**src/common/core_config.svh**
```systemverilog
`ifndef CORE_CONFIG_SVH
`define CORE_CONFIG_SVH

// Datapath width
`define CORE_DATA_W 16

// Register file and data memory sizes
`define CORE_REG_COUNT 8
`define CORE_MEM_DEPTH 256
`define CORE_SP_RESET 255 // Stack grows down from the top word

// APB port address width
`define CORE_PORT_ADDR_W 8

`endif

```
**src/common/core_pkg.sv**
```systemverilog
package core_pkg;

	`include "core_config.svh"

	typedef logic [`CORE_DATA_W-1:0] data_t;
	typedef logic [$clog2(`CORE_REG_COUNT)-1:0] reg_addr_t;
	typedef logic [$clog2(`CORE_MEM_DEPTH)-1:0] mem_addr_t;

	// Flag bit positions
	typedef logic [2:0] flags_t;
	localparam int FLAG_ZERO = 2;
	localparam int FLAG_NEG = 1;
	localparam int FLAG_CARRY = 0;

	typedef enum logic [1:0] {
		IDLE,
		IO_SETUP,
		IO_ACCESS
	} seq_state_t;

endpackage

```
**src/rtl/io_apb_master.sv**
```systemverilog
`timescale 1ns/1ps

`include "core_config.svh"

module io_apb_master import core_pkg::*; (
	input logic clk,
	input logic reset,
	input logic io_read,
	input logic io_write,
	input logic [`CORE_PORT_ADDR_W-1:0] port_addr,
	input data_t write_data,
	output logic io_done,
	output data_t read_data,
	output logic psel,
	output logic penable,
	output logic pwrite,
	output logic [`CORE_PORT_ADDR_W-1:0] paddr,
	output data_t pwdata,
	input data_t prdata,
	input logic pready
);

	seq_state_t state;
	logic req_write;
	logic [`CORE_PORT_ADDR_W-1:0] req_addr;
	data_t req_wdata;

	always_ff @(posedge clk) begin
		if (reset) begin
			state <= IDLE;
		end else begin
			case (state)
				IDLE: if (io_read || io_write) state <= IO_SETUP;
				IO_SETUP: state <= IO_ACCESS; // Setup lasts one cycle
				IO_ACCESS: if (pready) state <= IDLE;
				default: state <= IDLE;
			endcase
		end
	end

	// Request fields held for the whole transfer
	always_ff @(posedge clk) begin
		if (state == IDLE && (io_read || io_write)) begin
			req_write <= io_write;
			req_addr <= port_addr;
			req_wdata <= write_data;
		end
	end

	assign psel = (state != IDLE);
	assign penable = (state == IO_ACCESS);
	assign pwrite = req_write;
	assign paddr = req_addr;
	assign pwdata = req_wdata;
	assign io_done = penable && pready;
	assign read_data = prdata; // Sampled by the core on io_done

	// A new request must not arrive while a transfer is in flight
	a_request_when_idle: assert property (@(posedge clk) disable iff (reset)
		(io_read || io_write) |-> !psel);
	a_paddr_stable: assert property (@(posedge clk) disable iff (reset)
		(psel && !io_done) |=> $stable(paddr));

endmodule

```
**config.mk**
```make
export PLATFORM = sky130hd
export DESIGN_NAME = io_apb_master
export DESIGN_NICKNAME = d
export VERILOG_FILES = /design/src/common/core_pkg.sv /design/src/rtl/io_apb_master.sv
export VERILOG_INCLUDE_DIRS = /design/src /design/src/common
export SDC_FILE = /design/constraint.sdc
export NUM_CORES = 1
export LEC_CHECK = 0
export ABC_AREA = 1
export BUFFER_PORTS_ARGS = -buffer_cell sky130_fd_sc_hd__buf_2
export CAP_MARGIN = 25
export CORE_MARGIN = 3
export CORE_UTILIZATION = 36
export DETAILED_ROUTE_END_ITERATION = 12
export PLACE_DENSITY_LB_ADDON = 0.3
export SLEW_MARGIN = 20
export SYNTH_ARGS = -nofsm -noshare
export SYNTH_HDL_FRONTEND = slang
export SYNTH_SLANG_ARGS = --single-unit
```
**constraint.sdc**
```tcl
create_clock -name clk -period 1.73 [get_ports clk]
set_input_delay 0.0865 -clock clk [delete_from_list [all_inputs] [get_ports clk]]
set_output_delay 0.0865 -clock clk [all_outputs]
set_load 0.1 [all_outputs]
```
Word level (Yosys, flattened, before mapping)

Cells that the tools add are included.
Widths: inputs -> output; s select.

Word-level logic and storage cells: 17
Register bits after elaboration: 27

Equal/unequal tests: 4
Mux-type cells: 3
Reduce and logical (&&, ||, !) cells: 6

Operator list:

| cell               | count |
|---|---|
| $pmux 2 s3         | 1 |
| $mux 2             | 2 |
| $eq 2x1->1 const B | 1 |
| $eq 2x2->1 const B | 1 |
| $logic_and 1x1->1  | 2 |
| $logic_not 2->1    | 1 |
| $ne 2x1->1 const B | 1 |
| $ne 2x2->1 const B | 1 |
| $reduce_and 2->1   | 1 |
| $reduce_bool 2->1  | 1 |
| $logic_or 1x1->1   | 1 |

Depth between registers and ports, before layout

Depth after elaboration: 3
Depth in mapped cells: 4
Mapped depth without buffers: 4

Least setup slack after synthesis

No wires, ideal clock.

Path type: reg-to-output
Start point: register state[1]
End point: output port io_done
Path slack: -0.936 ns
Cell stages (with the launch flop): 3
Data arrival time: 2.580 ns
Buffers on the path: 0
Data required time: 1.643 ns
Cell sequence: dfxtp_1 > inv_1 > nor3b_1

Word-level cells in the longest chain between the ends: 2

RTL lines:

| what                     | line                | text |
|---|---|---|
| start: declaration       | io_apb_master.sv:23 | `seq_state_t state;` |
| start signal: assignment | io_apb_master.sv:30 | `state <= IDLE;` |
| start signal: assignment | io_apb_master.sv:33 | `IDLE: if (io_read \|\| io_write) state <= IO_SETUP;` |
| start signal: assignment | io_apb_master.sv:34 | `IO_SETUP: state <= IO_ACCESS;` |
| $eq 2x2->1               | io_apb_master.sv:51 | `assign penable = (state == IO_ACCESS);` |
| $logic_and 1x1->1        | io_apb_master.sv:55 | `assign io_done = penable && pready;` |
| end: declaration         | io_apb_master.sv:12 | `output logic io_done,` |

No other way between the ends.

Final worst setup path

Same ends and word-level chain as after synthesis.

==> results.md <==
* Status: completed
* Final worst setup slack at ~0.29 ns
* HP Start: pready
* Worst r2r path cells at 4
* Avg WL per Cell at approximately 13 um
* CTS Buf Count at 3
* Dpl cell area at between 1000 and 1500 um^2
* Critical path required time at between 1.5 and 2 ns
* Fill count at between 200 and 250
* Commonest non-fill, non-tap cell in the layout: buf_2
* Clock latency on the worst-skew pair at 0.31 ns
* Hold Fails Final Rpt at 0
* Post-Layout Inst Area at ~1500 um^2
* GR Overflow Total at 0
* Sw Pwr at 768 uW
* Worst clock skew at 0.00753 ns
* Drt initial violations at 7
* Final period util at 83.0%
* PostCTS Resize Cnt at 0
* # clock sinks at 27
* Lkg Pwr at roughly 0.66 nW
* Vias per cell at 4.18
* Total Power at between 1.5 and 2 mW
* Crit path DAT at 1.35 ns
* Area grow syn2layout at 50.9%
* Class of the worst hold path: in2reg
* Critical Path Sink Type: primary output
* ANT nets after route at 0
* Clock transition at path regs at roughly 0.13 ns
* Fin util at ~58%
* Layout cells sized above 1 at a little under half
* VDD IR-drop max at between 0.0007 and 0.0008 V
* Initial Util at roughly 39%
* Inst Count DP at 130
* CTS tree: built
* Worst R2R Start: state[0]
* Worst slew margin at 66.7%
* Final setup viols at 0
* R2R Setup Slk at around 0.46 ns
* Vias in the first global route at 668
* Clock power frac at between 10 and 15%
* Worst Tran Pin Value at between 0.5 and 0.6 ns
* CP Launch Point: state[1]
* RSZ-0062 raised after global routing: no
* Mapped Area at approximately 1000 um^2
* Number of synthesized register bits at 27
* I/O pin count at ~90
* Largest net degree at the start of global routing at 26
* CTS Root Cell: clkbuf_4
* Fraction of power consumed by sequential logic at a little under half
* Highest Clock Rate at 696 MHz
* First-pass GRT wire length at a little over 3000 um
* GRT Resource Usage Total at around 13%
* DIE HEIGHT at a little under 60 um
* Syn_nets at approximately 100
* End point of the critical path: io_done
* RePlAce Congestion at ~0.67
* Clk buf depth at 2
* Die X at 58.1 um
* Pre-CTS setup slack at about 0.47 ns
* Syn Area/Cell at between 15 and 20 um^2
* Mapped Cells at between 50 and 60
* Worst R2R End: pwdata[15]
* Setup TNS Final at 0 ns
* Pwr dens at around 1200 nW/um^2
* Pins over their slew limit at 0
* Die area at approximately 3400 um^2
* DRC Markers at 0
* CP Launch Type: flip-flop
* Yosys warnings at 0
* PortBufs at 56
* Critical path type: reg2out
* Routed WL at 2130 um
* WHS at 0.0377 ns
* Maxcap violations at 0
* Antenna violations before repair at 0
* Sequential cell area fraction in the yosys report at 81.0%
* Post-detail-place hpwl at approximately 1400 um
* CP max FO at 3
* Synth cell types at 8
* Switching part of the total at between 40% and 50%
* Diodes inserted at 0
* Comb power frac at 39.6%
* Internal at just over 1 mW
* Most frequent cells in the layout: buf_2, dlygate4sd3_1, edfxtp_1
* Final std cells w/o fill at 160
* Minimum clock period at between 1 and 1.5 ns
* First-pass detailed-route iteration total at 4
* Htree depth at 1
* Nets at between 150 and 200
* Core Area at roughly 2500 um^2
* Routed via count at between 600 and 700
* Cell row count at 18
-- worst max-delay path, stage by stage (launching register included) --
cell	delay, ns
dfxtp_1	0.37
inv_1	0.08
nor3b_2	0.15
buf_2	0.44
-- sequential cells by signal (all words and copies together), names as in the netlist --
| name | cells |
|---|---|
| state | 2 |
| pwdata | 16 |
| paddr | 8 |
| pwrite | 1 |
-- cell usage after synthesis, drive strengths merged --
library cell | count | area [um^2]
inv | 6 | 22.5
nor2 | 6 | 22.5
nand2 | 2 | 7.51
buf | 16 | 120
o21ai | 1 | 5.00
nor3b | 1 | 7.51
edfxtp | 25 | 751
dfxtp | 2 | 40.0
-- logic make-up after synthesis --
family / after synthesis / synth area share (%)
AND/OR/NAND/NOR: 9 / 3.85
buffers and inverters: 22 / 14.6
AO/OA/AOI/OAI: 1 / 0.512
flip-flops: 27 / 81.0
-- power groups by stage --
stage	clock network, mW	registers (mW)	logic, mW
floorplan	0	1.29	0.271
global placement	0	0.831	0.656
detailed placement	0	0.835	0.659
CTS	0.268	0.820	0.705
global route	0.286	0.829	0.724
finish	0.252	0.820	0.702
-- repair_timing --
| action | 4_1_cts | 5_1_grt |
|---|---|---|
| setup endpoints to repair | 0 | 0 |
| buffers inserted | 0 | 0 |
| hold buffers | 26 | 0 |
| endpoints found under the hold margin | 26 | 0 |
-- area by class of cell --
type / count / area [um^2] / area share (%)
clock buffer: 4 / 26.3 / 1.78
sequential: 27 / 791 / 53.7
inverter: 6 / 22.5 / 1.53
tap: 30 / 37.5 / 2.55
timing repair buffer: 83 / 548 / 37.2
multi-input combinational: 10 / 47.5 / 3.23
-- metal layers --
metal / track usage (%) / vias to the layer above / wire length (um)
met5: 0 / - / 0
met4: 11.6 / 0 / 103
met3: 2.23 / 22 / 248
met2: 21.6 / 38 / 1010
met1: 13.5 / 283 / 774
li1: - / 325 / -
-- how the worst min path moves through the flow --
stage / end / slack (ns) / cells past startpoint
after floorplan: state[0] / 0.16 / 1
after global placement: read_data[7] / 0.17 / 0
after detailed placement: read_data[7] / 0.17 / 0
after CTS: state[1] / 0.03 / 4
after global routing: state[1] / 0.05 / 4
final: state[1] / 0.04 / 4
(Power assumes the default switching activity.)
