===== src/common/core_config.svh =====
`ifndef CORE_CONFIG_SVH
`define CORE_CONFIG_SVH

// Datapath width
`define CORE_DATA_W 16

// Register file and data memory sizes
`define CORE_REG_COUNT 8
`define CORE_MEM_DEPTH 256
`define CORE_SP_RESET 255 // Stack grows down from the top word

// APB port address width
`define CORE_PORT_ADDR_W 8

`endif


===== src/common/core_pkg.sv =====
package core_pkg;

	`include "core_config.svh"

	typedef logic [`CORE_DATA_W-1:0] data_t;
	typedef logic [$clog2(`CORE_REG_COUNT)-1:0] reg_addr_t;
	typedef logic [$clog2(`CORE_MEM_DEPTH)-1:0] mem_addr_t;

	// Flag bit positions
	typedef logic [2:0] flags_t;
	localparam int FLAG_ZERO = 2;
	localparam int FLAG_NEG = 1;
	localparam int FLAG_CARRY = 0;

	typedef enum logic [1:0] {
		IDLE,
		IO_SETUP,
		IO_ACCESS
	} seq_state_t;

endpackage


===== src/rtl/data_memory.sv =====
`timescale 1ns/1ps

`include "core_config.svh"

module data_memory import core_pkg::*; (
	input logic clk,
	input logic reset,
	input logic mem_read,
	input logic mem_write,
	input logic stack_op,
	input logic push_pop, // High for push
	input mem_addr_t address,
	input data_t write_data,
	output data_t read_data
);

	data_t mem [`CORE_MEM_DEPTH];
	mem_addr_t sp;
	mem_addr_t sp_inc;
	mem_addr_t rd_addr;
	mem_addr_t wr_addr;
	logic push;
	logic pop;

	assign sp_inc = mem_addr_t'(sp + 1'b1);
	assign push = stack_op && push_pop && mem_write;
	assign pop = stack_op && !push_pop && mem_read;

	// Pop reads above SP before the increment lands
	assign rd_addr = stack_op ? sp_inc : address;
	assign wr_addr = stack_op ? sp : address;
	assign read_data = mem_read ? mem[rd_addr] : '0;

	always_ff @(posedge clk) begin
		if (reset)
			sp <= mem_addr_t'(`CORE_SP_RESET);
		else if (push)
			sp <= sp - 1'b1;
		else if (pop)
			sp <= sp_inc;
	end

	always_ff @(posedge clk) begin
		if (mem_write)
			mem[wr_addr] <= write_data;
	end

	a_no_read_write: assert property (@(posedge clk) disable iff (reset)
		!(mem_read && mem_write));

endmodule


===== config.mk =====
export PLATFORM = sky130hd
export DESIGN_NAME = data_memory
export DESIGN_NICKNAME = d
export VERILOG_FILES = /design/src/common/core_pkg.sv /design/src/rtl/data_memory.sv
export VERILOG_INCLUDE_DIRS = /design/src /design/src/common
export SDC_FILE = /design/constraint.sdc
export NUM_CORES = 2
export LEC_CHECK = 0
export BUFFER_PORTS_ARGS = -buffer_cell sky130_fd_sc_hd__buf_2
export CORE_MARGIN = 3
export CORE_UTILIZATION = 45
export CTS_CLUSTER_DIAMETER = 80
export DETAILED_ROUTE_END_ITERATION = 12
export GPL_TIMING_DRIVEN = 1
export HOLD_SLACK_MARGIN = 0.15
export PLACE_DENSITY = 0.6
export SLEW_MARGIN = 5
export SYNTH_ARGS = -nofsm -noshare
export SYNTH_HDL_FRONTEND = slang
export SYNTH_SLANG_ARGS = --single-unit

===== constraint.sdc =====
create_clock -name clk -period 4.6 [get_ports clk]
set_clock_uncertainty 0.05 [all_clocks]
set_input_delay 0.46 -clock clk [delete_from_list [all_inputs] [get_ports clk]]
set_output_delay 0.46 -clock clk [all_outputs]
set_load 0.02 [all_outputs]

Word level (Yosys, flattened, before mapping)
Memories as Yosys holds them, arrays and structs flattened.
Index checks and enable logic that the tools add are counted.
{"block": "classes", "mux": 7, "addsub": 2, "reduce_logical": 6}
{"op": "$mux W8", "n": 4}
{"op": "$mux W16", "n": 1}
{"op": "$add A8 B1 Y8 const B", "n": 1}
{"op": "$sub A8 B1 Y8 const B", "n": 1}
{"op": "$logic_and A1 B1 Y1", "n": 4}
{"op": "$mux W1", "n": 2}
{"op": "$reduce_bool A2 Y1", "n": 1}
{"op": "$logic_not A1 Y1", "n": 1}
{"block": "totals", "register_bits": 8, "output_inout_bits": 16, "mem_bits_rw": 4096, "n_memories": 1}
{"name": "mem", "words": 256, "width": 16, "read_ports": 1, "rd_ports_with_merged_regs": 0, "write_ports": 1, "line_no": "data_memory.sv:17", "source": "data_t mem [`CORE_MEM_DEPTH];"}

Longest topological paths before layout
{"block": "depth", "ltp_word": 5, "depth_mapped": 17, "mapped_depth_nobuf": 11}

Least setup slack after synthesis
Ideal clock, no wire load.
{"block": "synth_timing", "path_kind": "flip-flop to output port", "startpoint": "register sp[0]", "endpoint": "output read_data[7]", "stages_incl_launch_ff": 15, "n_path_buf": 4, "required_time_ns": 4.090, "setup_slack_ns": 0.789, "arrival_ns": 3.301, "cell_sequence": "dfxtp_1 inv_1 ha_1 nand2_1 o21ai_0 buf_2 buf_2 buf_2 buf_1 mux4_2 mux2i_1 o22ai_1 nor4_1 nand4_1 a211o_1"}
{"block": "synth_between", "elab_chain_cells": 4}
{"item": "start, declared", "line_no": "data_memory.sv:18", "source": "mem_addr_t sp;"}
{"item": "start signal, assigned", "line_no": "data_memory.sv:36", "source": "sp <= mem_addr_t'(`CORE_SP_RESET);"}
{"item": "start signal, assigned", "line_no": "data_memory.sv:38", "source": "sp <= sp - 1'b1;"}
{"item": "start signal, assigned", "line_no": "data_memory.sv:40", "source": "sp <= sp_inc;"}
{"item": "$add A8 B1 Y8", "line_no": "data_memory.sv:25", "source": "assign sp_inc = mem_addr_t'(sp + 1'b1);"}
{"item": "$mux W8", "line_no": "data_memory.sv:30", "source": "assign rd_addr = stack_op ? sp_inc : address;"}
{"item": "$mem_v2 Z256 W16"}
{"item": "$mux W16", "line_no": "data_memory.sv:32", "source": "assign read_data = mem_read ? mem[rd_addr] : '0;"}
{"item": "end, declared", "line_no": "data_memory.sv:14", "source": "output data_t read_data"}
Every way passes these cells.

Worst setup path after layout
{"block": "layout_timing", "startpoint": "register sp[0]", "endpoint": "output read_data[10]"}
Same word-level chain as after synthesis.

==> out/metrics.cfg <==
[synth]
synthMuxAreaShare_pct = 14.4
yosysSeqAreaShare_pct = 77.3
netlist_area_um2 = 159000
async_reset_ff_share_pct = 0
synthesis.yosys.warnings = 0
ys_ff_latch = 4104
synth_top_area_share_pct = 77.2
yosysTopAreaCell = edfxtp_1
ys_types = 69
synth_compound_area_share_pct = 2.10
synth_area_per_cell_um2 = 20.2
synth_xor_area_share_pct = 0.0550
syn-num-nets = 7926
synth_top_family_by_area = multiplexers
synth_edf_count = 4096
synth-simple-area-share_pct = 4.61
netlist_top_cells_area = edfxtp_1 (77%), mux4_2 (14%), nand2_1 (2.3%), nand3_1 (0.72%), nor2_1 (0.67%)
synth-adder-area-share_pct = 0.0157
synth_ff_type = edfxtp_1
synthCells = 7894

[detailed_routing]
routed_wl_um = 449000
drt_iter0_markers = 11900
vias = 84700
wire_per_inst_um = 32.1
drc = 0
vias_per_cell = 6.05
drt_first_pass_iters = 8
ant_nets = 0

[die]
die_w_um = 601
core_area_um2 = 351000
io_pins = 46
die_y_um = 601
std_cell_rows = 217
start_util_pct = 45.4
dieArea_um2 = 361000

[layout]
fin_area_um2 = 189000
final_cell_mix = edfxtp_1 (4,096), mux4_2 (986), nand2_1 (965)
n_fill_cell = 26800
drive_gt1_share_pct = 31.6
fin_cells = 14000
finalNetCount = 8970
syn2layout_area_growth_pct = 18.9
layout_commonest_cell = edfxtp_1

[worst_setup_path]
r2r_end = mem[79][14]
endpoint = read_data[10]
crit_start = sp[0]
worstSetupStartpointType = flop
worstPathMaxFanout = 5
arrival_ps = 4660
crit_type = flop to output port
rrSetupSlack_ps = 1120
cp-end-kind = output port
r2r_start = sp[4]
worst_ep_required_time_ps = 4090
reg2regPathDepth = 6

[worst_hold_path]
hp-class = primary input to flop
worstHoldStart = stack_op

[global_route]
grt_pass1_vias = 83900
grt_pass1_wl_um = 640000
track_usage_pct = 24.6
grt_max_degree = 204
grt.overflow.total = 0
antenna_found_initial = 27

[sta]
relSlewSlack_pct = 12.6
period_share_pct = 112
holdWs_ps = 313
finalHoldViolations = 0
slew_viol_final = 0
setup_tns_ps = -7300
setup_viol_count_final = 16
max_freq_ghz = 0.193
worst_pin_slew_ps = 1310
fin_ws_ps = -572
rsz0062_at_grt = yes
period_minus_slack_ps = 5170

[clock_network]
clockRootBuffer = clkbuf_16
cts_max_level = 5
clock_sinks = 4104
cts_buffers = 412
clk_latency_ps = 930
cts_tree = yes
clk_pin_slew_ps = 60
clock_path_buffers = 4

[place]
portBuffers = 45
place_hpwl_um = 268000
pre_cts_ws_ps = -774
dp_cells = 13000
gp_congestion = 0.935
place_area_um2 = 171000

[power_and_ir_drop]
p_leak_nw = 60.9
peakVddDrop_mv = 0.349
p_per_area_nw_per_um2 = 446

[status]
outcome = finished, violations left
violations = negative setup slack

[job]
max_cap_violations = 0

==> cell type report <==
cell class	instances	area, µm²	area share, %
tap	4708	5890	3.11
clock buffer	500	10700	5.64
sequential	4104	123000	65.0
timing repair buffer	1098	11400	6.02
clock inverter	264	2760	1.46
multi-input combinational	3309	35400	18.7
inverter	13	48.8	0.0258
antenna	14	35.0	0.0185
==> cells in the mapped netlist (15+ instances only) <==
library cell and count:
buf_4 44, mux2i_1 66, o21ai_0 35, a211oi_1 32
nor3_1 27, clkbuf_1 132, a21oi_1 110, nand2_1 991
buf_1 62, nor2_1 286, a22oi_1 43, and3_1 135
nand4_1 18, nand3_1 228, a211o_1 15, o22ai_1 36
mux4_2 986, edfxtp_1 4096, a311oi_1 21, buf_2 213
a31oi_1 147
==> critical path, cell delays in order (launching register included) <==
cell and delay, ps:
dfxtp_2 360, inv_2 50, ha_4 280, nand2_4 50
o21ai_4 80, buf_12 210, buf_8 130, buf_12 150
buf_12 160, buf_12 120, mux4_2 320, mux2i_4 210
o2bb2ai_2 100, a211oi_4 310, a2bb2oi_2 160, nand4_1 300
a211o_1 400, buf_12 160, buf_8 130
==> what timing repair did <==
action                                 in CTS  in global routing
endpoints found under the hold margin    1241                  0
setup endpoints to repair                  16                 16
resized for setup                         354                146
hold buffers                               20                  0
setup buffers                              92                 65
cloned                                     29                  5
pin swaps                                  60                 57
==> where the power goes <==
part / total (W) / switching, W / internal, W / leakage (nW)
combinational: 0.00964 / 0.00575 / 0.00388 / 17.5
sequential: 0.0412 / 0.0000170 / 0.0412 / 36.9
clock: 0.0335 / 0.0144 / 0.0191 / 6.54
==> worst min path at each step <==
stage                  to  slack [ps]  depth (start not counted)
finish              sp[1]         310                          5
global route        sp[1]         320                          5
CTS                 sp[1]         240                          5
detailed placement  sp[7]         540                          2
global placement    sp[7]         530                          2
floorplan           sp[7]         490                          2
==> routing by layer <==
| layer | wire (µm) | vias up | global-route usage [%] |
|---|---|---|---|
| li1 | - | 34500 | - |
| met1 | 181000 | 45100 | 36.0 |
| met2 | 206000 | 4388 | 37.2 |
| met3 | 44700 | 782 | 4.86 |
| met4 | 18100 | 6 | 8.66 |
| met5 | 42 | - | 0 |
==> sequential cells by signal, indices dropped and copies added (netlist names) <==
register and flops:
sp 8, mem 4096
==> kinds of logic after synthesis <==
family	count (synthesis)
simple gates	1730
fa+ha+maj	2
buf+inv	481
xor+xnor	10
mux	1056
compound gates	511
flops	4104
==> per-stage QoR <==
| stage | total power (W) | utilization [%] |
|---|---|---|
| after global placement | 0.0503 | 48.8 |
| after global routing | 0.0868 | 54.0 |
| after floorplan | 0.0461 | - |
| final | 0.0844 | 54.0 |
| after detailed placement | 0.0504 | 48.8 |
| after CTS | 0.0845 | 53.6 |
(Power assumes the default switching activity.)
