`src/common/isa_pkg.sv`:
```
package isa_pkg;

	typedef logic [31:0] instr_t;
	typedef logic [8:0] opcode_t;

	// Field positions in the instruction word
	localparam int OPCODE_LSB = 23;
	localparam int DST_LSB = 20;
	localparam int SRC_LSB = 17;
	localparam int IMM_W = 16; // Immediate sits in the low bits

	localparam opcode_t OP_NOP = 9'b000_000000;
	localparam opcode_t OP_SETC = 9'b000_000001;
	localparam opcode_t OP_CLRC = 9'b000_000010;

	// One operand group
	localparam opcode_t OP_NOT = 9'b001_000000;
	localparam opcode_t OP_INC = 9'b001_000001;
	localparam opcode_t OP_DEC = 9'b001_000010;
	localparam opcode_t OP_OUT = 9'b001_000011;
	localparam opcode_t OP_IN = 9'b001_000100;

	// Two operand group
	localparam opcode_t OP_MOV = 9'b010_000000;
	localparam opcode_t OP_ADD = 9'b010_000001;
	localparam opcode_t OP_SUB = 9'b010_000010;
	localparam opcode_t OP_AND = 9'b010_000011;
	localparam opcode_t OP_OR = 9'b010_000100;
	localparam opcode_t OP_SHL = 9'b010_000101;
	localparam opcode_t OP_SHR = 9'b010_000110;
	localparam opcode_t OP_SHL_IMM = 9'b010_000111;
	localparam opcode_t OP_SHR_IMM = 9'b010_001000;

	// Memory group
	localparam opcode_t OP_PUSH = 9'b011_000000;
	localparam opcode_t OP_POP = 9'b011_000001;
	localparam opcode_t OP_LDM = 9'b011_000010;
	localparam opcode_t OP_LDD = 9'b011_000011;
	localparam opcode_t OP_STD = 9'b011_000100;

	typedef enum logic [3:0] {
		ALU_NOP = 4'b0000,
		ALU_SETC = 4'b0001,
		ALU_CLRC = 4'b0010,
		ALU_PASS_A = 4'b0011, // Operand 1 straight through
		ALU_PASS_B = 4'b0100, // Operand 2 straight through
		ALU_NOT = 4'b0101,
		ALU_INC = 4'b0110,
		ALU_DEC = 4'b0111,
		ALU_ADD = 4'b1000,
		ALU_SUB = 4'b1001,
		ALU_AND = 4'b1010,
		ALU_OR = 4'b1011,
		ALU_SHL = 4'b1100,
		ALU_SHR = 4'b1101
	} alu_func_t;

endpackage

```
`src/rtl/control_unit.sv`:
```
`timescale 1ns/1ps

module control_unit import isa_pkg::*; (
	input opcode_t opcode,
	output logic reg_write,
	output logic pass_immediate,
	output logic mem_read,
	output logic mem_write,
	output logic stack_op,
	output logic push_pop,
	output logic io_read,
	output logic io_write,
	output alu_func_t alu_function,
	output logic flag_write
);

	always_comb begin
		// Safe defaults, no latches
		reg_write = 1'b0;
		pass_immediate = 1'b0;
		mem_read = 1'b0;
		mem_write = 1'b0;
		stack_op = 1'b0;
		push_pop = 1'b0;
		io_read = 1'b0;
		io_write = 1'b0;
		alu_function = ALU_NOP;
		flag_write = 1'b0;
		case (opcode)
			OP_SETC: begin
				alu_function = ALU_SETC;
				flag_write = 1'b1;
			end
			OP_CLRC: begin
				alu_function = ALU_CLRC;
				flag_write = 1'b1;
			end
			OP_NOT, OP_INC, OP_DEC, OP_ADD, OP_SUB, OP_AND, OP_OR, OP_SHL, OP_SHR: begin
				reg_write = 1'b1;
				flag_write = 1'b1;
				case (opcode)
					OP_NOT: alu_function = ALU_NOT;
					OP_INC: alu_function = ALU_INC;
					OP_DEC: alu_function = ALU_DEC;
					OP_ADD: alu_function = ALU_ADD;
					OP_SUB: alu_function = ALU_SUB;
					OP_AND: alu_function = ALU_AND;
					OP_OR: alu_function = ALU_OR;
					OP_SHL: alu_function = ALU_SHL;
					default: alu_function = ALU_SHR;
				endcase
			end
			OP_SHL_IMM, OP_SHR_IMM: begin
				alu_function = (opcode == OP_SHL_IMM) ? ALU_SHL : ALU_SHR;
				reg_write = 1'b1;
				pass_immediate = 1'b1; // Shift amount from imm
				flag_write = 1'b1;
			end
			OP_OUT: begin
				alu_function = ALU_PASS_A; // Rdst value onto pwdata
				io_write = 1'b1;
			end
			OP_IN: io_read = 1'b1; // Write-back happens on pready
			OP_MOV: begin
				alu_function = ALU_PASS_B;
				reg_write = 1'b1;
			end
			OP_LDM: begin
				alu_function = ALU_PASS_B;
				reg_write = 1'b1;
				pass_immediate = 1'b1;
			end
			OP_PUSH: begin
				alu_function = ALU_PASS_A;
				mem_write = 1'b1;
				stack_op = 1'b1;
				push_pop = 1'b1;
			end
			OP_POP: begin
				reg_write = 1'b1;
				mem_read = 1'b1;
				stack_op = 1'b1;
			end
			OP_LDD: begin
				reg_write = 1'b1;
				mem_read = 1'b1;
			end
			OP_STD: begin
				alu_function = ALU_PASS_A;
				mem_write = 1'b1;
			end
			default: alu_function = ALU_NOP; // NOP and unknown codes
		endcase
	end

endmodule

```
`config.mk`:
```
export PLATFORM = sky130hd
export DESIGN_NAME = control_unit
export DESIGN_NICKNAME = d
export VERILOG_FILES = /design/src/common/isa_pkg.sv /design/src/rtl/control_unit.sv
export SDC_FILE = /design/constraint.sdc
export NUM_CORES = 1
export LEC_CHECK = 0
export ABC_AREA = 1
export ABC_CLOCK_PERIOD_IN_PS = 2200
export BUFFER_PORTS_ARGS = -buffer_cell sky130_fd_sc_hd__buf_2
export CORE_AREA = 3 3 40 42
export DETAILED_ROUTE_END_ITERATION = 6
export DIE_AREA = 0 0 43 45
export SYNTH_ARGS = -nofsm -noshare
export SYNTH_HDL_FRONTEND = slang
export SYNTH_SLANG_ARGS = --single-unit
```
`constraint.sdc`:
```
create_clock -name vclk -period 2.2
set_clock_uncertainty 0.05 [all_clocks]
set_input_delay 0.22 -clock vclk [all_inputs]
set_output_delay 0.22 -clock vclk [all_outputs]
set_load 0.01 [all_outputs]
```
### Yosys cells after proc, flatten, opt, wreduce, memory -nomap -nowiden

Cells that the tools add are included.

| word-level totals | value |
|---|---|
| output and inout bits | 13 |
| logic and storage cells | 43 |
| flip-flop bits (word level) | 0 |
| input port bits | 9 |

| cells by class | value |
|---|---|
| reduce and logical (&&, ||, !) cells | 10 |
| mux-type cells | 12 |
| eq/ne operators | 21 |

Operator list:

| cell | number |
|---|---|
| 9-bit by 8-bit == test with 1-bit output (second input constant) | 14 |
| 9-bit by 7-bit == test with 1-bit output (second input constant) | 5 |
| 4-bit case mux with 8 select lines | 1 |
| 4-bit case mux with 6 select lines | 1 |
| 15-bit OR reduction | 1 |
| 13-bit OR reduction | 1 |
| 1-bit two-way mux | 10 |
| 2-bit OR reduction | 5 |
| 9-bit by 1-bit == test with 1-bit output (second input constant) | 1 |
| 9-bit by 2-bit == test with 1-bit output (second input constant) | 1 |
| 9-bit OR reduction | 1 |
| 3-bit OR reduction | 2 |

### Logic depth before layout (Yosys ltp)

| depth | value |
|---|---|
| depth after elaboration | 3 |
| mapped depth | 8 |
| gate-level depth less buffers | 8 |

### Worst setup path before layout

OpenSTA, ideal clock, no wires.

| path | value |
|---|---|
| path type | input to output |
| start | in opcode[8] |
| end | out reg_write |
| arrival time | 990 ps |
| path slack | 940 ps |
| path buffers | 0 |
| stages on the path | 7 |
| data required time | 1930 ps |
| cells stage by stage | inv_2 -> nand2_1 -> nor2_2 -> nand2_1 -> nor2_1 -> nor2_1 -> nand3_1 |

| on the way | value |
|---|---|
| longest elaborated chain between the ends | 3 |
| elaborated cells on any way between the ends | 17 |
| those cells by class | 15 x eq/ne; 1 x mux; 1 x reduce/logical |

Ends and longest elaborated chain:

| element | line | source |
|---|---|---|
| start, declared | control_unit.sv:4 | `input opcode_t opcode,` |
| 9-bit by 8-bit == test with 1-bit output or 9-bit by 7-bit == test with 1-bit output (tied branches) | control_unit.sv:29 | `case (opcode)` |
| 15-bit OR reduction (no source line) (*) | - |  |
| 1-bit two-way mux (*) | control_unit.sv:29 |  |
| end, declared | control_unit.sv:5 | `output logic reg_write,` |

Every way passes the cells marked *; elsewhere a longest branch is shown, timed or not.

### Worst setup path in the final report

| path | value |
|---|---|
| start | in opcode[5] |
| end | out flag_write |

| on the way | value |
|---|---|
| longest elaborated chain between the ends | 3 |
| elaborated cells on any way between the ends | 15 |
| those cells by class | 13 x eq/ne; 1 x mux; 1 x reduce/logical |

Ends and longest elaborated chain:

| element | line | source |
|---|---|---|
| 9-bit by 8-bit == test with 1-bit output, or another cell as far along | control_unit.sv:29 |  |
| 13-bit OR reduction (no source line) (*) | - |  |
| 1-bit two-way mux (*) | control_unit.sv:29 |  |
| end, declared | control_unit.sv:14 | `output logic flag_write` |

Marked as above.

==> impl_metrics.yaml <==
global_routing:
  grt_usage_pct: 14.6
  grt_pass1_wl_microns: 2300
  grt_pass1_vias: 596
  overflow: 0
  grt_antenna_before_repair: 0
  grt_max_degree: 9
setup_path:
  worst_path_largest_cell_delay_ps: 200
  end_kind: "output pin"
  crit_family: "simple AND/OR/NAND/NOR gates"
  cp_slowest_cell: "nor2_4"
  start_kind: "input port"
  path_max_fanout: 8
  crit_path_start: "opcode[5]"
  required_ps: 1930
  path_cells: "buf_2, nor2_2, nand2_1, nor2_4, nand2_2, o21ai_0, nor2_1, nand3_1, buf_2"
  arrival_ps: 1230
  path_class: "input port to output pin"
  path_common_cell: "buf_2"
  critPathBufInv: 2
floorplanning:
  dieHeight_microns: 45
  die_area_sq_um: 1940
  die_w_microns: 43
  rows: 13
  core_area_sq_um: 1280
  io_pins: 22
  initial_core_util_pct: 36.2
place:
  gp_congestion: 0.904
  port_buffers: 22
  place_area_sq_um: 594
  dp_hpwl_microns: 1240
  place_inst: 145
clocking:
  hold_buffers: 0
  ctsResizeCount: 0
  post-cts-setup-buffers: 0
synth:
  syn_area_sq_um: 465
  synthCells: 108
  synth_area_leaders: "nand2_1 (28%), nor2_1 (23%), nand3_1 (15%)"
  synth_cell_types: 12
  seq_area_frac_synth_pct: 0
  synth-warning-count: 0
  synth_top_area_share_pct: 28.2
  syn-num-nets: 117
  yosysMostFrequentCell: "nand2_1"
  synth_commonest_cells: "nand2_1 (35), nor2_1 (29), inv_1 (14), nand3_1 (14)"
  synth_top_cell_by_area: "nand2_1"
  syn_avg_cell_area_sq_um: 4.31
final_layout:
  stdcell_count: 145
  diodes: 0
  drive_gt1_share_pct: 24.6
  nets: 141
  final_area_sq_um: 594
  clockBufferCount: 0
  multiInputGateArea_sq_um: 405
  seqCellArea_sq_um: 0
  nFillCells: 153
  seq_cells: 0
  area_delta_synth_final_pct: 27.7
power_and_ir_drop:
  p_int_uw: 18.0
  switchingPower_uw: 37.3
  p_leak_nw: 0.413
  p_seq_share_pct: 0
  power_density_nw_per_um2: 93.1
  ir_drop_v: 0.0000467
  p_sw_share_pct: 67.4
  pwr-share-comb_pct: 100.0
  power.share.clock_pct: 0
route:
  drt_pass1_iterations: 4
  wl_met3_microns: 114
  met1Wirelength_microns: 614
  ant_nets: 0
  wirelength_microns: 1400
  drt-initial-drc-count: 18
  wl_met2_microns: 648
  routed.top_layer: "met4"
  wl_per_cell_microns: 9.63
  vias: 704
  drc: 0
  via_per_inst: 4.86
timing:
  hold_violations: 0
  setup_tns_ps: 0
  worst_pin_slew_ps: 350
  finalCritPeriodShare_pct: 68.0
  finalMaxSlewViolations: 0
  min_period_ps: 1500
  max_slew_margin_pct: 76.6
  fmax_mhz: 668
  rsz0062_at_grt: "false"
  setup_viol: 0
worst_hold_path:
  min_from: "opcode[2]"
  hold_path_class: "input port to output pin"
flow_run:
  drv_cap: 0
status:
  outcome: "finished, final reports clean"
[power groups by stage]
| stage | Clock (mW) | Combinational, mW | Sequential, mW |
|---|---|---|---|
| 3_5_place_dp | 0 | 0.0550 | 0 |
| 6_report | 0 | 0.0553 | 0 |
| 3_3_place_gp | 0 | 0.0546 | 0 |
| 4_1_cts | 0 | 0.0551 | 0 |
| 2_1_floorplan | 0 | 0.0320 | 0 |
| 5_1_grt | 0 | 0.0620 | 0 |
[per-stage QoR]
| step | setup slack (ps) | utilization, % | total power [mW] | hold WS (ps) |
|---|---|---|---|---|
| 6_report | 703 | 46.3 | 0.0553 | 705 |
| 5_1_grt | 595 | 46.3 | 0.0620 | 727 |
| 4_1_cts | 698 | 46.3 | 0.0551 | 708 |
| 3_5_place_dp | 692 | 46.3 | 0.0550 | 709 |
| 3_3_place_gp | 689 | 46.3 | 0.0546 | 698 |
| 2_1_floorplan | 940 | - | 0.0320 | 438 |
[cells in the final DEF, fill, tap and decap left out]
cell type / instances
nand2_1: 35
nor2_1: 29
buf_2: 22
inv_1: 14
nand3_1: 14
nor2_2: 3
o21ai_0: 3
inv_2: 2
nor2_4: 2
nand2_2: 2
nand4_1: 2
a21oi_1: 1
o21ai_2: 1
[cell families after synthesis]
family	count (synthesis)	synth area share, %
buffers and inverters	16	12.9
AOI/OAI and AO/OA	5	6.18
and+or+nand+nor	87	80.9
[worst paths after layout]
path	endpoint	slack [ps]	depth (start not counted)
setup / recovery	flag_write	700	9
hold / removal	push_pop	710	3
[routing by layer]
metal  global-route usage, %  vias up
met3                    1.20        2
met4                    2.41        0
met1                    18.8      293
met2                    26.9       32
met5                       0        -
li1                        -      377
[cell type report]
cell class	instances	area share, %
Multi-Input combinational cell	92	68.2
Timing Repair Buffer	22	18.5
Inverter	16	10.1
Tap cell	15	3.16
(Power assumes the default switching activity.)
