$ cat config.mk
export PLATFORM = sky130hd
export DESIGN_NAME = alu
export DESIGN_NICKNAME = d
export VERILOG_FILES = /design/src/common/isa_pkg.sv /design/src/common/core_pkg.sv /design/src/rtl/alu.sv
export VERILOG_INCLUDE_DIRS = /design/src /design/src/common
export SDC_FILE = /design/constraint.sdc
export NUM_CORES = 1
export LEC_CHECK = 0
export BUFFER_PORTS_ARGS = -buffer_cell sky130_fd_sc_hd__buf_4
export CORE_MARGIN = 2
export CORE_UTILIZATION = 56
export DETAILED_ROUTE_END_ITERATION = 6
export GPL_ROUTABILITY_DRIVEN = 1
export PLACE_DENSITY = 0.93
export SLEW_MARGIN = 20
export SYNTH_ARGS = -nofsm -noshare
export SYNTH_HDL_FRONTEND = slang
export SYNTH_SLANG_ARGS = --single-unit
$ cat constraint.sdc
create_clock -name vclk -period 6.7
set_input_delay 1.34 -clock vclk [all_inputs]
set_output_delay 1.34 -clock vclk [all_outputs]
set_load 0.01 [all_outputs]
$ cat src/common/core_config.svh
`ifndef CORE_CONFIG_SVH
`define CORE_CONFIG_SVH

// Datapath width
`define CORE_DATA_W 16

// Register file and data memory sizes
`define CORE_REG_COUNT 8
`define CORE_MEM_DEPTH 256
`define CORE_SP_RESET 255 // Stack grows down from the top word

// APB port address width
`define CORE_PORT_ADDR_W 8

`endif

$ cat src/common/isa_pkg.sv
package isa_pkg;

	typedef logic [31:0] instr_t;
	typedef logic [8:0] opcode_t;

	// Field positions in the instruction word
	localparam int OPCODE_LSB = 23;
	localparam int DST_LSB = 20;
	localparam int SRC_LSB = 17;
	localparam int IMM_W = 16; // Immediate sits in the low bits

	localparam opcode_t OP_NOP = 9'b000_000000;
	localparam opcode_t OP_SETC = 9'b000_000001;
	localparam opcode_t OP_CLRC = 9'b000_000010;

	// One operand group
	localparam opcode_t OP_NOT = 9'b001_000000;
	localparam opcode_t OP_INC = 9'b001_000001;
	localparam opcode_t OP_DEC = 9'b001_000010;
	localparam opcode_t OP_OUT = 9'b001_000011;
	localparam opcode_t OP_IN = 9'b001_000100;

	// Two operand group
	localparam opcode_t OP_MOV = 9'b010_000000;
	localparam opcode_t OP_ADD = 9'b010_000001;
	localparam opcode_t OP_SUB = 9'b010_000010;
	localparam opcode_t OP_AND = 9'b010_000011;
	localparam opcode_t OP_OR = 9'b010_000100;
	localparam opcode_t OP_SHL = 9'b010_000101;
	localparam opcode_t OP_SHR = 9'b010_000110;
	localparam opcode_t OP_SHL_IMM = 9'b010_000111;
	localparam opcode_t OP_SHR_IMM = 9'b010_001000;

	// Memory group
	localparam opcode_t OP_PUSH = 9'b011_000000;
	localparam opcode_t OP_POP = 9'b011_000001;
	localparam opcode_t OP_LDM = 9'b011_000010;
	localparam opcode_t OP_LDD = 9'b011_000011;
	localparam opcode_t OP_STD = 9'b011_000100;

	typedef enum logic [3:0] {
		ALU_NOP = 4'b0000,
		ALU_SETC = 4'b0001,
		ALU_CLRC = 4'b0010,
		ALU_PASS_A = 4'b0011, // Operand 1 straight through
		ALU_PASS_B = 4'b0100, // Operand 2 straight through
		ALU_NOT = 4'b0101,
		ALU_INC = 4'b0110,
		ALU_DEC = 4'b0111,
		ALU_ADD = 4'b1000,
		ALU_SUB = 4'b1001,
		ALU_AND = 4'b1010,
		ALU_OR = 4'b1011,
		ALU_SHL = 4'b1100,
		ALU_SHR = 4'b1101
	} alu_func_t;

endpackage

$ cat src/common/core_pkg.sv
package core_pkg;

	`include "core_config.svh"

	typedef logic [`CORE_DATA_W-1:0] data_t;
	typedef logic [$clog2(`CORE_REG_COUNT)-1:0] reg_addr_t;
	typedef logic [$clog2(`CORE_MEM_DEPTH)-1:0] mem_addr_t;

	// Flag bit positions
	typedef logic [2:0] flags_t;
	localparam int FLAG_ZERO = 2;
	localparam int FLAG_NEG = 1;
	localparam int FLAG_CARRY = 0;

	typedef enum logic [1:0] {
		IDLE,
		IO_SETUP,
		IO_ACCESS
	} seq_state_t;

endpackage

$ cat src/rtl/alu.sv
`timescale 1ns/1ps

module alu import core_pkg::*, isa_pkg::*; (
	input alu_func_t alu_function,
	input data_t operand_a,
	input data_t operand_b,
	input flags_t flags_in,
	output data_t result,
	output flags_t flags_out
);

	localparam int W = $bits(data_t);

	logic [W:0] wide; // Extra bit holds carry or borrow
	logic [3:0] shamt;
	logic carry;
	logic keep_zn;

	assign shamt = operand_b[3:0];

	always_comb begin
		wide = '0;
		result = operand_a;
		carry = flags_in[FLAG_CARRY];
		keep_zn = 1'b0;
		case (alu_function)
			ALU_SETC: begin
				carry = 1'b1;
				keep_zn = 1'b1;
			end
			ALU_CLRC: begin
				carry = 1'b0;
				keep_zn = 1'b1;
			end
			ALU_PASS_A: result = operand_a;
			ALU_PASS_B: result = operand_b;
			ALU_NOT: result = ~operand_a;
			ALU_INC, ALU_DEC, ALU_ADD, ALU_SUB: begin
				case (alu_function)
					ALU_INC: wide = {1'b0, operand_a} + 1'b1;
					ALU_DEC: wide = {1'b0, operand_a} - 1'b1; // Borrow lands in top bit
					ALU_ADD: wide = {1'b0, operand_a} + {1'b0, operand_b};
					default: wide = {1'b0, operand_a} - {1'b0, operand_b};
				endcase
				result = wide[W-1:0];
				carry = wide[W];
			end
			ALU_AND: result = operand_a & operand_b;
			ALU_OR: result = operand_a | operand_b;
			ALU_SHL: begin
				wide = {1'b0, operand_a} << shamt;
				result = wide[W-1:0];
				if (shamt != 4'd0)
					carry = wide[W]; // Last bit out of the top
			end
			ALU_SHR: begin
				wide = {operand_a, 1'b0} >> shamt;
				result = wide[W:1];
				if (shamt != 4'd0)
					carry = wide[0];
			end
			default: keep_zn = 1'b1; // NOP
		endcase
		flags_out[FLAG_CARRY] = carry;
		flags_out[FLAG_ZERO] = keep_zn ? flags_in[FLAG_ZERO] : (result == '0);
		flags_out[FLAG_NEG] = keep_zn ? flags_in[FLAG_NEG] : result[W-1];
	end

endmodule

### Word level (Yosys, flattened, before mapping)

Cells that the tools add are included.

* add/sub/neg operators: 4
* eq/ne operators: 13
* shift operators: 2
* mux-type cells: 7
* bitwise gates (word level): 3
* reduce and logical (&&, ||, !) cells: 4

Operator list (count)
* $pmux 16 s7: 1
* $pmux 17 s3: 1
* $eq 4x4->1 const B: 6
* $add 16x1->17 const B: 1
* $add 16x16->17: 1
* $shl 16x4->17: 1
* $shr 17x4->17: 1
* $sub 16x1->17 const B: 1
* $sub 16x16->17: 1
* $and 16x16->16: 1
* $eq 4x3->1 const B: 4
* $logic_not 16->1: 1
* $not 16->16: 1
* $or 16x16->16: 1
* $reduce_or 11->1: 1
* $eq 4x2->1 const B: 2
* $pmux 1 s5: 1
* $eq 4x1->1 const B: 1
* $mux 1: 4
* $reduce_bool 4->1: 1
* $reduce_or 4->1: 1

* bits in registers: 0
* output and inout bits: 19
* word-level logic and storage cells: 33

### Depth between registers and ports, before layout

* word-level depth: 5
* depth in mapped cells: 21
* depth with buffers taken out: 18

### Worst setup path after synthesis

OpenSTA, ideal clock, no wires.

* kind: input to output
* from: input port operand_b[0]
* to: output port flags_out[2]
* arrival time: 5.583 ns
* data required time: 5.360 ns
* path slack: -0.223 ns
* stages on the path: 20
* path through: buf_6 -> buf_2 -> inv_1 -> clkbuf_1 -> ha_1 -> nor3b_1 -> nand2_1 -> nor4b_1 -> a21oi_1 -> o22ai_1 -> nor2_1 -> ha_1 -> and2_1 -> a221o_1 -> a221oi_1 -> o21ai_1 -> a21oi_1 -> xor2_1 -> o21ai_1 -> o41ai_1

* longest elaborated chain between the ends: 5

Ends and longest elaborated chain
* start: declaration: line alu.sv:6 `input data_t operand_b,`
* $sub 16x16->17 / $add 16x16->17 (equally long branches): line alu.sv:43, alu.sv:42
* $pmux 17 s3: line alu.sv:39 `case (alu_function)`
* $pmux 16 s7 (*): line alu.sv:26 `case (alu_function)`
* via result[15]: line alu.sv:8 `output data_t result,`
* $logic_not 16->1 (*): line alu.sv:65 `flags_out[FLAG_ZERO] = keep_zn ? flags_in[FLAG_ZERO] : (result == '0);`
* $mux 1 (*): line alu.sv:65
* end: declaration: line alu.sv:9 `output flags_t flags_out`

The timed path passes the listed nets; every way through them passes the cells marked *.

### Final worst setup path

* from: input port operand_b[0]
* to: output port flags_out[2]

* longest elaborated chain between the ends: 5

Ends and longest elaborated chain (line)
* $sub 16x16->17 / $add 16x16->17 (equally long branches): alu.sv:43, alu.sv:42
* $pmux 17 s3: alu.sv:39
* $pmux 16 s7 (*): alu.sv:26
* $logic_not 16->1 (*): alu.sv:65
* $mux 1 (*): alu.sv:65

Mark *: on every way between the ends. The rest lies on a longest branch, timed or not.

==> flow_metrics.env <==
export IMPL_postCtsHoldBufs=0
export IMPL_hold_class="input port to primary output"
export IMPL_flow_area_growth_from_synthesis_pct=19.0
export IMPL_chipHeight_um=90.2
export IMPL_start_util_pct=57.7
export IMPL_synth_warning_count=0
export IMPL_placement_io_buffers=58
export IMPL_setup_tns_final_ns=-0.179
export IMPL_regArea_sq_um=0
export IMPL_die_area_sq_um=8140
export IMPL_track_usage_pct=39.2
export IMPL_core_sq_um=7210
export IMPL_synth_avg_cell_area_sq_um=6.38
export IMPL_fill_cells=591
export IMPL_cp_data_required_time_ns=5.36
export IMPL_wl_per_cell_um=22.0
export IMPL_worst_slew_pin_slew_ns=0.881
export IMPL_yosysTopAreaCell="a21oi_1"
export IMPL_layout_commonest_cell="buf_4"
export IMPL_pin_count=58
export IMPL_layout_setup_ws_ns=-0.121
export IMPL_nClkBuffers=0
export IMPL_worst_path_max_delay_cell="or3_4"
export IMPL_max_freq_ghz=0.147
export IMPL_slew_violations=0
export IMPL_final_hold_viol_count=0
export IMPL_final_cell_mix="buf_4, nor2_1, a21oi_1"
export IMPL_syn_inst=653
export IMPL_netlist_area_sq_um=4160
export IMPL_period_needed_ns=6.82
export IMPL_setup_violations=2
export IMPL_yosysSeqAreaShare_pct=0
export IMPL_drt_first_pass_iters=7
export IMPL_vias=5923
export IMPL_multi_input_area_sq_um=3930
export IMPL_antenna_left=0
export IMPL_min_from="flags_in[2]"
export IMPL_cp_end_kind="primary output"
export IMPL_vias_per_cell=7.53
export IMPL_fin_nets=750
export IMPL_finalInstanceArea_sq_um=4950
export IMPL_die_w_um=90.2
export IMPL_synth_compound_area_share_pct=39.6
export IMPL_grt_max_degree=64
export IMPL_rsz0062_at_grt="true"
export IMPL_muxShareOfSynthArea_pct=15.9
export IMPL_crit_fanout=3
export IMPL_crit_chain="buf_6 -> or3_4 -> or3_4 -> or3_4 -> buf_4 -> inv_1 -> a21oi_1 -> nor2_1 -> a311oi_1 -> ha_1 -> and3_1 -> a221oi_1 -> o31ai_2 -> buf_4 -> a21oi_1 -> xnor2_1 -> a211o_1 -> nor2_1 -> nand4b_1 -> o41ai_2 -> buf_4"
export IMPL_drt_iter0_markers=1372
export IMPL_antenna_found_initial=1
export IMPL_rows=31
export IMPL_yosysUniqueCellTypes=76
export IMPL_grt_overflow=0
export IMPL_grt_pass1_vias=5271
export IMPL_yosys_area_share_simple_pct=25.4
export IMPL_status="finished with violations"
export IMPL_synthesis_nets=714
export IMPL_hpwl_um=12300
export IMPL_synth_xor_area_share_pct=3.16
export IMPL_grt_first_pass_wirelength_um=26600
export IMPL_routed_wirelength_um=17300
export IMPL_layout_drive_gt1_share_pct=23.6
export IMPL_seq_cell_count=0
export IMPL_violations="design-rule violations, negative setup slack"
export IMPL_cap_violations=0
export IMPL_crit_arrival_ns=5.48
export IMPL_synth_fa_ha_area_share_pct=6.79
export IMPL_critPathLaunch="operand_b[0]"
export IMPL_relSlewSlack_pct=40.8
export IMPL_crit_path_start_kind="input port"
export IMPL_fin_crit_sh_pct=102
export IMPL_netlist_top_cells_area="a21oi_1, o21ai_0, ha_1, nor2_1, mux2i_1"
export IMPL_synth_top_family_by_area="compound AO/OA/AOI/OAI gates"
export IMPL_place_congestion=1.07
export IMPL_place_area_sq_um=4750
export IMPL_synth_top_area_share_pct=8.29
export IMPL_drt_drc_violations_left=73
export IMPL_worst_setup_path_type="input port to primary output"
export IMPL_max_stage_delay_ns=0.41
-- metal layers --
metal	vias up	global-route usage, %	part of all wire (%)
met5	-	0	0
met4	0	24.6	10
met3	229	9.97	15
met2	604	61.7	42
met1	2557	47.7	33
li1	2533	-	-
-- worst paths after layout --
kind,to,slack [ns],cells after the start
setup / recovery,flags_out[2],-0.12,21
hold / removal,flags_out[2],2.98,4
-- cell type report --
| type | count | share of cell area [%] |
|---|---|---|
| Multi-Input combinational cell | 561 | 79.4 |
| Timing Repair Buffer | 103 | 16.3 |
| Tap cell | 99 | 2.50 |
| Inverter | 23 | 1.74 |
| Antenna cell | 1 | 0.0505 |
-- per-stage QoR --
stage | util (%) | hold WS [ns] | cells | worst slack [ns]
after global routing | 68.7 | 3.01 | 787 | -0.278
after CTS | 66.7 | 2.98 | 783 | -0.0665
after floorplan | - | 2.78 | 653 | -0.00440
final | 68.7 | 2.98 | 787 | -0.121
after global placement | 65.9 | 2.96 | 783 | -0.0742
after detailed placement | 65.9 | 2.98 | 783 | -0.245
-- worst max-delay path: cells and delay by family --
kind                       cells  cell delay [ns]
and+or+nand+nor                7             1.64
buffers and inverters          5             0.66
adders and majority gates      1             0.32
xor gates and xnor gates       1             0.11
AOI/OAI and AO/OA              7             1.41
-- synth_stat cells, types with 3 or more instances --
cell       instances
a211oi_1          13
a21o_1             7
a21oi_1           69
a221o_1            3
a221oi_1           5
a2bb2oi_1          3
a311oi_1           8
a31oi_1           11
and2_1             4
and3_1             4
buf_1              6
buf_2             13
buf_4              3
clkbuf_1          46
ha_1              21
inv_1             20
mux2_2            15
mux2i_1           26
mux4_2             8
nand2_1           59
nand2b_1          14
nand3_1            8
nand3b_1           6
nor2_1            70
nor2b_1            4
nor3_1            13
nor3b_1            4
o2111ai_1          3
o211ai_1          13
o21ai_0           64
o21ai_1            3
o21bai_1           3
o221ai_1           3
o22ai_1           18
or3_1              6
or3_4              3
xnor2_1            6
xor2_1             9
-- cell families (layout without fill, tap and decap cells) --
kind of cell | count (synthesis) | in the layout
xor+xnor | 15 | 15
buf+inv | 92 | 126
other cells | 0 | 1
mux | 51 | 51
simple gates | 214 | 214
compound gates | 259 | 259
fa+ha+maj | 22 | 22
-- timing repair --
action,4_1_cts,5_1_grt
setup endpoints to repair,3,5
gates resized for setup,14,26
setup buffers,0,3
pin swaps,6,15
